===== src/design/swarm_cfg.svh =====
`ifndef SWARM_CFG_SVH
`define SWARM_CFG_SVH

// buffer size and tile limits
`define TSB_LOG_SIZE         4
`define N_TILES_MAX          16
`define N_TILES_RESET        4

// field widths
`define TS_WIDTH             32
`define LOCALE_WIDTH         32
`define ARG_WIDTH            32
`define EPOCH_WIDTH          8
`define TQ_SLOT_WIDTH        6
`define CQ_SLOT_WIDTH        5
`define CHILD_ID_WIDTH       2
`define HASH_LOW_BITS        4
`define REG_ADDR_WIDTH       8
`define REG_DATA_WIDTH       32

// register map
`define TSB_REG_N_TILES      8'h00
`define TSB_REG_HASH_KEY     8'h04
`define TSB_REG_ENTRY_VALID  8'h08

`endif

===== src/design/swarm_pkg.sv =====
`include "swarm_cfg.svh"

package swarm_pkg;

   typedef logic [`TS_WIDTH-1:0]              ts_t;
   typedef logic [`LOCALE_WIDTH-1:0]          locale_t;
   typedef logic [`ARG_WIDTH-1:0]             arg_t;

   // all ones marks an empty timestamp
   localparam ts_t TS_NONE = '1;

   typedef struct packed {
      ts_t     ts;
      locale_t locale;
      arg_t    arg;
   } task_t;

   typedef logic [$clog2(`N_TILES_MAX)-1:0]   tile_id_t;
   typedef logic [`TSB_LOG_SIZE-1:0]          tsb_entry_id_t;
   typedef logic [`EPOCH_WIDTH-1:0]           epoch_t;
   typedef logic [`TQ_SLOT_WIDTH-1:0]         tq_slot_t;
   typedef logic [`CQ_SLOT_WIDTH-1:0]         cq_slot_t;
   typedef logic [`CHILD_ID_WIDTH-1:0]        child_id_t;

   typedef logic [`REG_ADDR_WIDTH-1:0]        reg_addr_t;
   typedef logic [`REG_DATA_WIDTH-1:0]        reg_data_t;

   // tile count holds one more bit than a tile id, so 16 fits
   typedef logic [$clog2(`N_TILES_MAX):0]     n_tiles_t;
   typedef logic [`REG_DATA_WIDTH-`HASH_LOW_BITS-1:0] hash_key_t;

   // one write word, two readings
   typedef union packed {
      struct packed {
         logic [`REG_DATA_WIDTH-$bits(n_tiles_t)-1:0] rsvd;
         n_tiles_t                                    count;
      } n_tiles;
      struct packed {
         hash_key_t                  key;
         logic [`HASH_LOW_BITS-1:0]  zero;
      } hash_key;
   } reg_word_u;

endpackage


===== src/design/tsb_top.sv =====
`timescale 1ns/1ps
`include "swarm_cfg.svh"

module tsb_top (
   input  logic                         clk,
   input  logic                         rstn,

   input  logic                         s_wvalid,
   output logic                         s_wready,
   input  swarm_pkg::task_t             s_wdata,
   input  logic                         s_tied,
   input  swarm_pkg::cq_slot_t          s_cq_slot,
   input  swarm_pkg::child_id_t         s_child_id,

   input  logic                         reg_wvalid,
   input  swarm_pkg::reg_addr_t         reg_waddr,
   input  swarm_pkg::reg_word_u         reg_wdata,
   input  logic                         reg_arvalid,
   input  swarm_pkg::reg_addr_t         reg_araddr,
   output logic                         reg_rvalid,
   output swarm_pkg::reg_data_t         reg_rdata,

   output logic                         task_enq_valid,
   input  logic                         task_enq_ready,
   output swarm_pkg::task_t             task_enq_data,
   output logic                         task_enq_tied,
   output swarm_pkg::tile_id_t          task_enq_dest_tile,
   output swarm_pkg::tsb_entry_id_t     task_enq_tsb_id,

   input  logic                         retry_valid,
   output logic                         retry_ready,
   input  swarm_pkg::tsb_entry_id_t     retry_tsb_id,
   input  logic                         retry_abort,
   input  logic                         retry_tied,

   input  logic                         task_resp_valid,
   output logic                         task_resp_ready,
   input  logic                         task_resp_ack,
   input  swarm_pkg::tsb_entry_id_t     task_resp_tsb_id,
   input  swarm_pkg::epoch_t            task_resp_epoch,
   input  swarm_pkg::tq_slot_t          task_resp_tq_slot,

   output logic                         m_resp_valid,
   input  logic                         m_resp_ready,
   output logic                         m_resp_ack,
   output swarm_pkg::tsb_entry_id_t     m_tsb_slot,
   output swarm_pkg::epoch_t            m_epoch,
   output swarm_pkg::tq_slot_t          m_tq_slot,
   output swarm_pkg::tile_id_t          m_tile_id,
   output swarm_pkg::cq_slot_t          m_cq_slot,
   output swarm_pkg::child_id_t         m_child_id,

   output logic                         almost_full,
   output logic                         empty,
   output swarm_pkg::ts_t               lvt
);
   import swarm_pkg::*;

   logic      h_valid;
   logic      h_ready;
   task_t     h_data;
   logic      h_tied;
   cq_slot_t  h_cq_slot;
   child_id_t h_child_id;
   tile_id_t  h_dest_tile;

   logic [2**`TSB_LOG_SIZE-1:0]             entry_valid;
   logic [`TS_WIDTH*(2**`TSB_LOG_SIZE)-1:0] entry_ts;

   tile_hash tile_hash_inst (
      .clk, .rstn,
      .s_wvalid, .s_wready, .s_wdata, .s_tied, .s_cq_slot, .s_child_id,
      .reg_wvalid, .reg_waddr, .reg_wdata,
      .h_valid, .h_ready, .h_data, .h_tied, .h_cq_slot, .h_child_id, .h_dest_tile
   );

   tsb tsb_inst (
      .clk, .rstn,
      .h_valid, .h_ready, .h_data, .h_tied, .h_cq_slot, .h_child_id, .h_dest_tile,
      .task_enq_valid, .task_enq_ready, .task_enq_data, .task_enq_tied,
      .task_enq_dest_tile, .task_enq_tsb_id,
      .retry_valid, .retry_ready, .retry_tsb_id, .retry_abort, .retry_tied,
      .task_resp_valid, .task_resp_ready, .task_resp_ack, .task_resp_tsb_id,
      .task_resp_epoch, .task_resp_tq_slot,
      .m_resp_valid, .m_resp_ready, .m_resp_ack, .m_tsb_slot, .m_epoch,
      .m_tq_slot, .m_tile_id, .m_cq_slot, .m_child_id,
      .reg_arvalid, .reg_araddr, .reg_rvalid, .reg_rdata,
      .almost_full, .empty, .entry_valid, .entry_ts
   );

   lvt_scan lvt_scan_inst (
      .clk, .rstn,
      .entry_valid, .entry_ts,
      .lvt
   );

endmodule


===== src/design/lvt_scan.sv =====
`timescale 1ns/1ps
`include "swarm_cfg.svh"

module lvt_scan (
   input  logic                                    clk,
   input  logic                                    rstn,
   input  logic [2**`TSB_LOG_SIZE-1:0]             entry_valid,
   input  logic [`TS_WIDTH*(2**`TSB_LOG_SIZE)-1:0] entry_ts,
   output swarm_pkg::ts_t                          lvt
);
   import swarm_pkg::*;

   logic [`TSB_LOG_SIZE-1:0] cur_idx;
   ts_t                      cur_ts;
   logic                     cur_valid;
   ts_t                      rolling;

   assign cur_ts    = entry_ts[cur_idx*`TS_WIDTH +: `TS_WIDTH];
   assign cur_valid = entry_valid[cur_idx];

   // one entry per cycle, result published on wrap
   always_ff @(posedge clk) begin
      if (!rstn) begin
         cur_idx <= '0;
         rolling <= TS_NONE;
         lvt     <= TS_NONE;
      end else begin
         cur_idx <= cur_idx + 1'b1;
         if (cur_idx == '0) begin
            lvt     <= rolling;
            // restart the pass at entry 0
            rolling <= cur_valid ? cur_ts : TS_NONE;
         end else if (cur_valid && cur_ts < rolling) begin
            rolling <= cur_ts;
         end
      end
   end

endmodule


===== src/design/tsb.sv =====
`timescale 1ns/1ps
`include "swarm_cfg.svh"

module tsb (
   input  logic                         clk,
   input  logic                         rstn,

   // hashed task in
   input  logic                         h_valid,
   output logic                         h_ready,
   input  swarm_pkg::task_t             h_data,
   input  logic                         h_tied,
   input  swarm_pkg::cq_slot_t          h_cq_slot,
   input  swarm_pkg::child_id_t         h_child_id,
   input  swarm_pkg::tile_id_t          h_dest_tile,

   // enqueue to the tile
   output logic                         task_enq_valid,
   input  logic                         task_enq_ready,
   output swarm_pkg::task_t             task_enq_data,
   output logic                         task_enq_tied,
   output swarm_pkg::tile_id_t          task_enq_dest_tile,
   output swarm_pkg::tsb_entry_id_t     task_enq_tsb_id,

   input  logic                         retry_valid,
   output logic                         retry_ready,
   input  swarm_pkg::tsb_entry_id_t     retry_tsb_id,
   input  logic                         retry_abort,
   input  logic                         retry_tied,

   input  logic                         task_resp_valid,
   output logic                         task_resp_ready,
   input  logic                         task_resp_ack,
   input  swarm_pkg::tsb_entry_id_t     task_resp_tsb_id,
   input  swarm_pkg::epoch_t            task_resp_epoch,
   input  swarm_pkg::tq_slot_t          task_resp_tq_slot,

   // back to the child manager
   output logic                         m_resp_valid,
   input  logic                         m_resp_ready,
   output logic                         m_resp_ack,
   output swarm_pkg::tsb_entry_id_t     m_tsb_slot,
   output swarm_pkg::epoch_t            m_epoch,
   output swarm_pkg::tq_slot_t          m_tq_slot,
   output swarm_pkg::tile_id_t          m_tile_id,
   output swarm_pkg::cq_slot_t          m_cq_slot,
   output swarm_pkg::child_id_t         m_child_id,

   input  logic                         reg_arvalid,
   input  swarm_pkg::reg_addr_t         reg_araddr,
   output logic                         reg_rvalid,
   output swarm_pkg::reg_data_t         reg_rdata,

   output logic                         almost_full,
   output logic                         empty,
   output logic [2**`TSB_LOG_SIZE-1:0]  entry_valid,
   output logic [`TS_WIDTH*(2**`TSB_LOG_SIZE)-1:0] entry_ts
);
   import swarm_pkg::*;

   localparam int TSB_SIZE = 2 ** `TSB_LOG_SIZE;
   localparam int ALMOST_FULL_LIMIT = TSB_SIZE - 4;

   typedef logic [`TSB_LOG_SIZE:0] occ_t;

   task_t         entry_task     [TSB_SIZE];
   tile_id_t      entry_tile     [TSB_SIZE];
   logic          entry_tied     [TSB_SIZE];
   cq_slot_t      entry_cq_slot  [TSB_SIZE];
   child_id_t     entry_child_id [TSB_SIZE];

   tsb_entry_id_t free_id;
   occ_t          occupancy;
   logic          enq_open;
   logic          h_take;
   logic          retry_take;
   logic          replay_take;
   logic          abort_take;
   logic          resp_take;
   logic          ack_take;

   // lowest free entry
   always_comb begin
      free_id = '0;
      for (int i = TSB_SIZE - 1; i >= 0; i--) begin
         if (!entry_valid[i]) begin
            free_id = tsb_entry_id_t'(i);
         end
      end
   end

   assign enq_open        = !task_enq_valid || task_enq_ready;
   assign h_ready         = enq_open && !entry_valid[free_id];
   // new tasks win over retries
   assign retry_ready     = enq_open && !(h_valid && h_ready);
   assign task_resp_ready = !m_resp_valid;

   assign h_take      = h_valid && h_ready;
   assign retry_take  = retry_valid && retry_ready;
   assign replay_take = retry_take && !retry_abort;
   assign abort_take  = retry_take && retry_abort;
   assign resp_take   = task_resp_valid && task_resp_ready;
   assign ack_take    = resp_take && task_resp_ack;

   always_ff @(posedge clk) begin
      if (h_take) begin
         entry_task[free_id]     <= h_data;
         entry_tile[free_id]     <= h_dest_tile;
         entry_tied[free_id]     <= h_tied;
         entry_cq_slot[free_id]  <= h_cq_slot;
         entry_child_id[free_id] <= h_child_id;
      end else if (replay_take) begin
         entry_tied[retry_tsb_id] <= retry_tied;
      end
   end

   always_ff @(posedge clk) begin
      if (!rstn) begin
         entry_valid <= '0;
      end else begin
         for (int i = 0; i < TSB_SIZE; i++) begin
            if (h_take && free_id == tsb_entry_id_t'(i)) begin
               entry_valid[i] <= 1'b1;
            end else if (abort_take && retry_tsb_id == tsb_entry_id_t'(i)) begin
               entry_valid[i] <= 1'b0;
            end else if (ack_take && task_resp_tsb_id == tsb_entry_id_t'(i)) begin
               entry_valid[i] <= 1'b0;
            end
         end
      end
   end

   for (genvar g = 0; g < TSB_SIZE; g++) begin : g_entry_ts
      assign entry_ts[g*`TS_WIDTH +: `TS_WIDTH] = entry_task[g].ts;
   end

   always_ff @(posedge clk) begin
      if (!rstn) begin
         task_enq_valid <= 1'b0;
      end else if (h_take || replay_take) begin
         task_enq_valid <= 1'b1;
      end else if (task_enq_ready) begin
         task_enq_valid <= 1'b0;
      end
   end

   always_ff @(posedge clk) begin
      if (h_take) begin
         task_enq_data      <= h_data;
         task_enq_tied      <= h_tied;
         task_enq_dest_tile <= h_dest_tile;
         task_enq_tsb_id    <= free_id;
      end else if (replay_take) begin
         // replay the stored task with the new tied flag
         task_enq_data      <= entry_task[retry_tsb_id];
         task_enq_tied      <= retry_tied;
         task_enq_dest_tile <= entry_tile[retry_tsb_id];
         task_enq_tsb_id    <= retry_tsb_id;
      end
   end

   // only tied entries report back
   always_ff @(posedge clk) begin
      if (!rstn) begin
         m_resp_valid <= 1'b0;
      end else if (resp_take && entry_tied[task_resp_tsb_id]) begin
         m_resp_valid <= 1'b1;
      end else if (m_resp_ready) begin
         m_resp_valid <= 1'b0;
      end
   end

   always_ff @(posedge clk) begin
      if (resp_take) begin
         m_resp_ack <= task_resp_ack;
         m_tsb_slot <= task_resp_tsb_id;
         m_epoch    <= task_resp_epoch;
         m_tq_slot  <= task_resp_tq_slot;
         m_tile_id  <= entry_tile[task_resp_tsb_id];
         m_cq_slot  <= entry_cq_slot[task_resp_tsb_id];
         m_child_id <= entry_child_id[task_resp_tsb_id];
      end
   end

   always_ff @(posedge clk) begin
      if (!rstn) begin
         occupancy <= '0;
      end else begin
         occupancy <= occupancy + occ_t'(h_take) - occ_t'(ack_take) - occ_t'(abort_take);
      end
   end

   assign almost_full = (occupancy > occ_t'(ALMOST_FULL_LIMIT));
   assign empty       = (entry_valid == '0);

   always_ff @(posedge clk) begin
      if (!rstn) begin
         reg_rvalid <= 1'b0;
      end else begin
         reg_rvalid <= reg_arvalid;
      end
   end

   always_ff @(posedge clk) begin
      if (reg_arvalid) begin
         case (reg_araddr)
            `TSB_REG_ENTRY_VALID: reg_rdata <= reg_data_t'(entry_valid);
            default:              reg_rdata <= '0;
         endcase
      end
   end

endmodule


===== src/design/tile_hash.sv =====
`timescale 1ns/1ps
`include "swarm_cfg.svh"

module tile_hash (
   input  logic                      clk,
   input  logic                      rstn,

   // child task in
   input  logic                      s_wvalid,
   output logic                      s_wready,
   input  swarm_pkg::task_t          s_wdata,
   input  logic                      s_tied,
   input  swarm_pkg::cq_slot_t       s_cq_slot,
   input  swarm_pkg::child_id_t      s_child_id,

   // register writes
   input  logic                      reg_wvalid,
   input  swarm_pkg::reg_addr_t      reg_waddr,
   input  swarm_pkg::reg_word_u      reg_wdata,

   // task with its destination tile
   output logic                      h_valid,
   input  logic                      h_ready,
   output swarm_pkg::task_t          h_data,
   output logic                      h_tied,
   output swarm_pkg::cq_slot_t       h_cq_slot,
   output swarm_pkg::child_id_t      h_child_id,
   output swarm_pkg::tile_id_t       h_dest_tile
);
   import swarm_pkg::*;

   n_tiles_t  n_tiles;
   n_tiles_t  n_eff;
   hash_key_t hash_key;
   hash_key_t hashed;
   tile_id_t  dest_tile;
   logic      s_take;

   always_ff @(posedge clk) begin
      if (!rstn) begin
         n_tiles  <= n_tiles_t'(`N_TILES_RESET);
         hash_key <= '0;
      end else if (reg_wvalid) begin
         case (reg_waddr)
            `TSB_REG_N_TILES:  n_tiles  <= reg_wdata.n_tiles.count;
            `TSB_REG_HASH_KEY: hash_key <= reg_wdata.hash_key.key;
            default: ;
         endcase
      end
   end

   // out of range counts fall back to the full tile set
   assign n_eff = (n_tiles == '0 || n_tiles > n_tiles_t'(`N_TILES_MAX)) ?
                  n_tiles_t'(`N_TILES_MAX) : n_tiles;

   // low locale bits stay inside a tile
   assign hashed    = s_wdata.locale[`LOCALE_WIDTH-1:`HASH_LOW_BITS] ^ hash_key;
   assign dest_tile = tile_id_t'(hashed % hash_key_t'(n_eff));

   // one deep, refills while draining
   assign s_wready = !h_valid || h_ready;
   assign s_take   = s_wvalid && s_wready;

   always_ff @(posedge clk) begin
      if (!rstn) begin
         h_valid <= 1'b0;
      end else if (s_take) begin
         h_valid <= 1'b1;
      end else if (h_ready) begin
         h_valid <= 1'b0;
      end
   end

   always_ff @(posedge clk) begin
      if (s_take) begin
         h_data      <= s_wdata;
         h_tied      <= s_tied;
         h_cq_slot   <= s_cq_slot;
         h_child_id  <= s_child_id;
         h_dest_tile <= dest_tile;
      end
   end

endmodule


===== config.mk =====
export PLATFORM = sky130hd
export DESIGN_NAME = tsb_top
export DESIGN_NICKNAME = d
export VERILOG_FILES = /design/src/design/swarm_pkg.sv /design/src/design/tsb_top.sv /design/src/design/lvt_scan.sv /design/src/design/tsb.sv /design/src/design/tile_hash.sv
export VERILOG_INCLUDE_DIRS = /design/src /design/src/design
export SDC_FILE = /design/constraint.sdc
export NUM_CORES = 2
export LEC_CHECK = 0
export BUFFER_PORTS_ARGS = -buffer_cell sky130_fd_sc_hd__buf_2
export CAP_MARGIN = 0
export CORE_MARGIN = 4
export CORE_UTILIZATION = 45
export DETAILED_ROUTE_END_ITERATION = 10
export PLACE_DENSITY_LB_ADDON = 0.05
export SETUP_SLACK_MARGIN = 0.2
export SLEW_MARGIN = 20
export SYNTH_ARGS = -nofsm -noshare
export SYNTH_HDL_FRONTEND = slang
export SYNTH_HIERARCHICAL = 1
export SYNTH_SLANG_ARGS = --single-unit

===== constraint.sdc =====
create_clock -name clk -period 113 [get_ports clk]
set_clock_uncertainty 0.05 [all_clocks]
set_input_delay 11.3 -clock clk [delete_from_list [all_inputs] [get_ports clk]]
set_output_delay 11.3 -clock clk [all_outputs]
set_load 0.01 [all_outputs]

==> flow_summary.yaml <==
clock_network:
  clockBufferDepth: 3
  htreeDepth: 4
  clk_pin_slew_ns: 0.06
  clk_latency_ns: 0.85
  postCtsSetupBuffers: 0
  cts_resized: 0
  cts_hold_buf: 0
  cts_buffers: 220
  clock-sinks: 2113
  cts_tree: "done"
  cts-root-buf: "clkbuf_16"
finish:
  final_util: 0.490
  layout.cells.non_filler: 9678
  fillers: 19200
  areaGrowthSynthToFinish_pct: 8.22
  fin_nets: 6843
  drive_gt1_frac: 0.254
timing:
  rsz0062_at_grt: "false"
  holdWs_ns: 0.425
  tightestPinTransition_ns: 1.17
  maxSlewHeadroom: 0.219
  fmax_ghz: 0.0129
  hold_viol: 0
  tns_ns: 0
  setup_viol: 0
  period_share: 0.687
  drv_slew: 0
  min_period_ns: 77.61
worst_setup_path:
  worstReg2RegStart: "tile_hash_inst/n_tiles[1]"
  reg2reg_setup_slack_ns: 44.41
  required_ns: 113.54
  cp-end-kind: "flip-flop"
  cp_data_arrival_time_ns: 78.15
  ff2ff_path_depth: 279
  critical_path_class: "in -> reg"
  reg2reg_to: "tile_hash_inst/h_dest_tile[1]"
  critPathLaunchType: "input port"
  slowest_stage: "or4_1"
  crit_top_cell: "o21a_1"
  cp_slowest_stage_delay_ns: 0.89
  crit_fanout: 19
routing:
  routedWlPerCell_um: 28.4
  via_per_inst: 5.96
  vias: 57700
  drt_iter0_drc: 5134
  drc_errors: 0
  dr.pass1.iters: 5
  routed_wl_mm: 275
  ant_nets: 0
floorplan:
  num_rows: 175
  fp.dieW_um: 487
  start_util: 0.453
  core_um2: 228000
  ios: 393
  dieArea_um2: 237000
  fp.dieH_um: 487
yosys:
  synth_top_family_by_area: "multiplexers"
  synthCells: 6589
  synth.area.mux_share: 0.170
  synth_area_leaders: "edfxtp_1 58%, mux4_2 16%, buf_4 4.0%"
  synth_seq_cells: 2113
  synth_fa_ha_area_frac: 0.0218
  synth_compound_area_frac: 0.0591
  synth-xor-area-share: 0.0129
  avgSynthCellArea_um2: 15.6
  synth_cell_types: 146
  synth_area_um2: 103000
  synth-simple-area-share: 0.0766
  netlist.area_leader.share: 0.579
  yosysWarnings: 6
  synth_ff_type: "edfxtp_1"
  synth_top_area_cell: "edfxtp_1"
  synth-seq-area-share: 0.603
  ys_async_sr_fraction: 0
  synth_edf_count: 1987
placed_design:
  dp_hpwl_mm: 158
  placed_cells: 9269
  gp_congestion: 0.853
  port_buffers: 376
global_routing:
  grt_usage: 0.230
  grt_max_degree: 113
  grt_pass1_wl_mm: 402
  overflow: 0
  grt_pass1_vias: 58300
  antenna_found_initial: 18
worst_hold_path:
  min-delay-start: "lvt_scan_inst/lvt[23]"
  whs_path_depth: 2
  holdPathEnd: "lvt_scan_inst/lvt[23]"
  min_path_type: "reg -> reg"
status:
  status: "completed"
flow_run:
  maxCapViolCount: 0
## Yosys cell counts, types with 76 or more instances
| master | instances |
|---|---|
| xnor2_1 | 83 |
| o21a_1 | 76 |
| buf_4 | 545 |
| a21oi_1 | 140 |
| clkbuf_1 | 137 |
| edfxtp_1 | 1987 |
| o21ai_0 | 105 |
| nand2_1 | 632 |
| mux4_2 | 717 |
| inv_1 | 92 |
| dfxtp_1 | 126 |
| nor2_1 | 297 |
| nand3_1 | 85 |
| nor3_1 | 120 |
| ha_1 | 172 |
## worst max-delay path, delay by kind of cell
kind                       cells  cell delay [ns]
muxes                          9             3.35
adders and majority gates     28             8.36
xor gates and xnor gates       1             0.24
buffers and inverters          8             0.80
AOI/OAI and AO/OA            140            31.49
and+or+nand+nor               91            22.52
## layout by cell type (no fill, tap or decap), drive strengths merged, types with 75 or more instances in the layout
cell type / instances
o21a: 76
nor2: 303
a21oi: 150
xnor2: 84
buf: 452
nand3: 88
edfxtp: 1987
nand2: 633
dfxtp: 126
nor3: 127
clkbuf: 271
inv: 98
o211ai: 75
mux4: 723
clkinv: 100
o21ai: 125
ha: 172
## per-layer routing
layer,global-route usage,share of wire,vias up
met4,0.0490,0.018,2
met3,0.0290,0.053,330
li1,-,-,25400
met2,0.381,0.49,1667
met1,0.328,0.44,30300
met5,0,0.000044,-
## sequential cells by signal, summed over array words and instances, names as in the netlist, 32 cells and up
name,cells
tsb_inst/entry_task,1536
tile_hash_inst/h_data,96
lvt_scan_inst/rolling,32
tsb_inst/task_enq_data,96
tsb_inst/entry_tile,64
tsb_inst/entry_cq_slot,80
lvt_scan_inst/lvt,32
tsb_inst/entry_child_id,32
## through the flow
| stage | worst slack (ns) | area (um^2) |
|---|---|---|
| floorplan | 44.37 | 103000 |
| global placement | 37.11 | 104000 |
| detailed placement | 35.01 | 104000 |
| CTS | 35.75 | 112000 |
| global route | 28.76 | 112000 |
| finish | 35.39 | 112000 |
## logic make-up (layout without fill, tap and decap cells)
kind of cell	after synthesis	in the layout
DFF	2113	2113
and+or+nand+nor	1597	1597
buffers and inverters	892	954
muxes	836	836
AOI/OAI and AO/OA	822	822
adders and majority gates	178	178
xor gates and xnor gates	150	150
other	1	19
## layout make-up
cell class	instances	area [um^2]	share of cell area
flip-flops and latches	2113	62200	0.558
multi-input cells	3599	35300	0.317
clock buffers	270	5830	0.0522
well taps	3009	3760	0.0337
repair buffers	453	2630	0.0236
clock inverters	136	1450	0.0130
inverters	95	362	0.00324
diodes	3	7.51	0.0000673
## how the worst max path moves through the flow
| stage | startpoint | to | slack, ns | cells after the start |
|---|---|---|---|---|
| after floorplan | s_wdata[63] | tile_hash_inst/h_dest_tile[1] | 44.37 | 296 |
| after global placement | s_wdata[63] | tile_hash_inst/h_dest_tile[1] | 37.11 | 276 |
| after global routing | s_wdata[63] | tile_hash_inst/h_dest_tile[1] | 28.76 | 280 |
| after detailed placement | s_wdata[63] | tile_hash_inst/h_dest_tile[1] | 35.01 | 276 |
| final | s_wdata[63] | tile_hash_inst/h_dest_tile[1] | 35.39 | 277 |
| after CTS | s_wdata[63] | tile_hash_inst/h_dest_tile[1] | 35.75 | 277 |
Power is left out: the tool's default activity adds up to more than one toggle a clock period on the data nets, which glitch-free logic cannot reach.
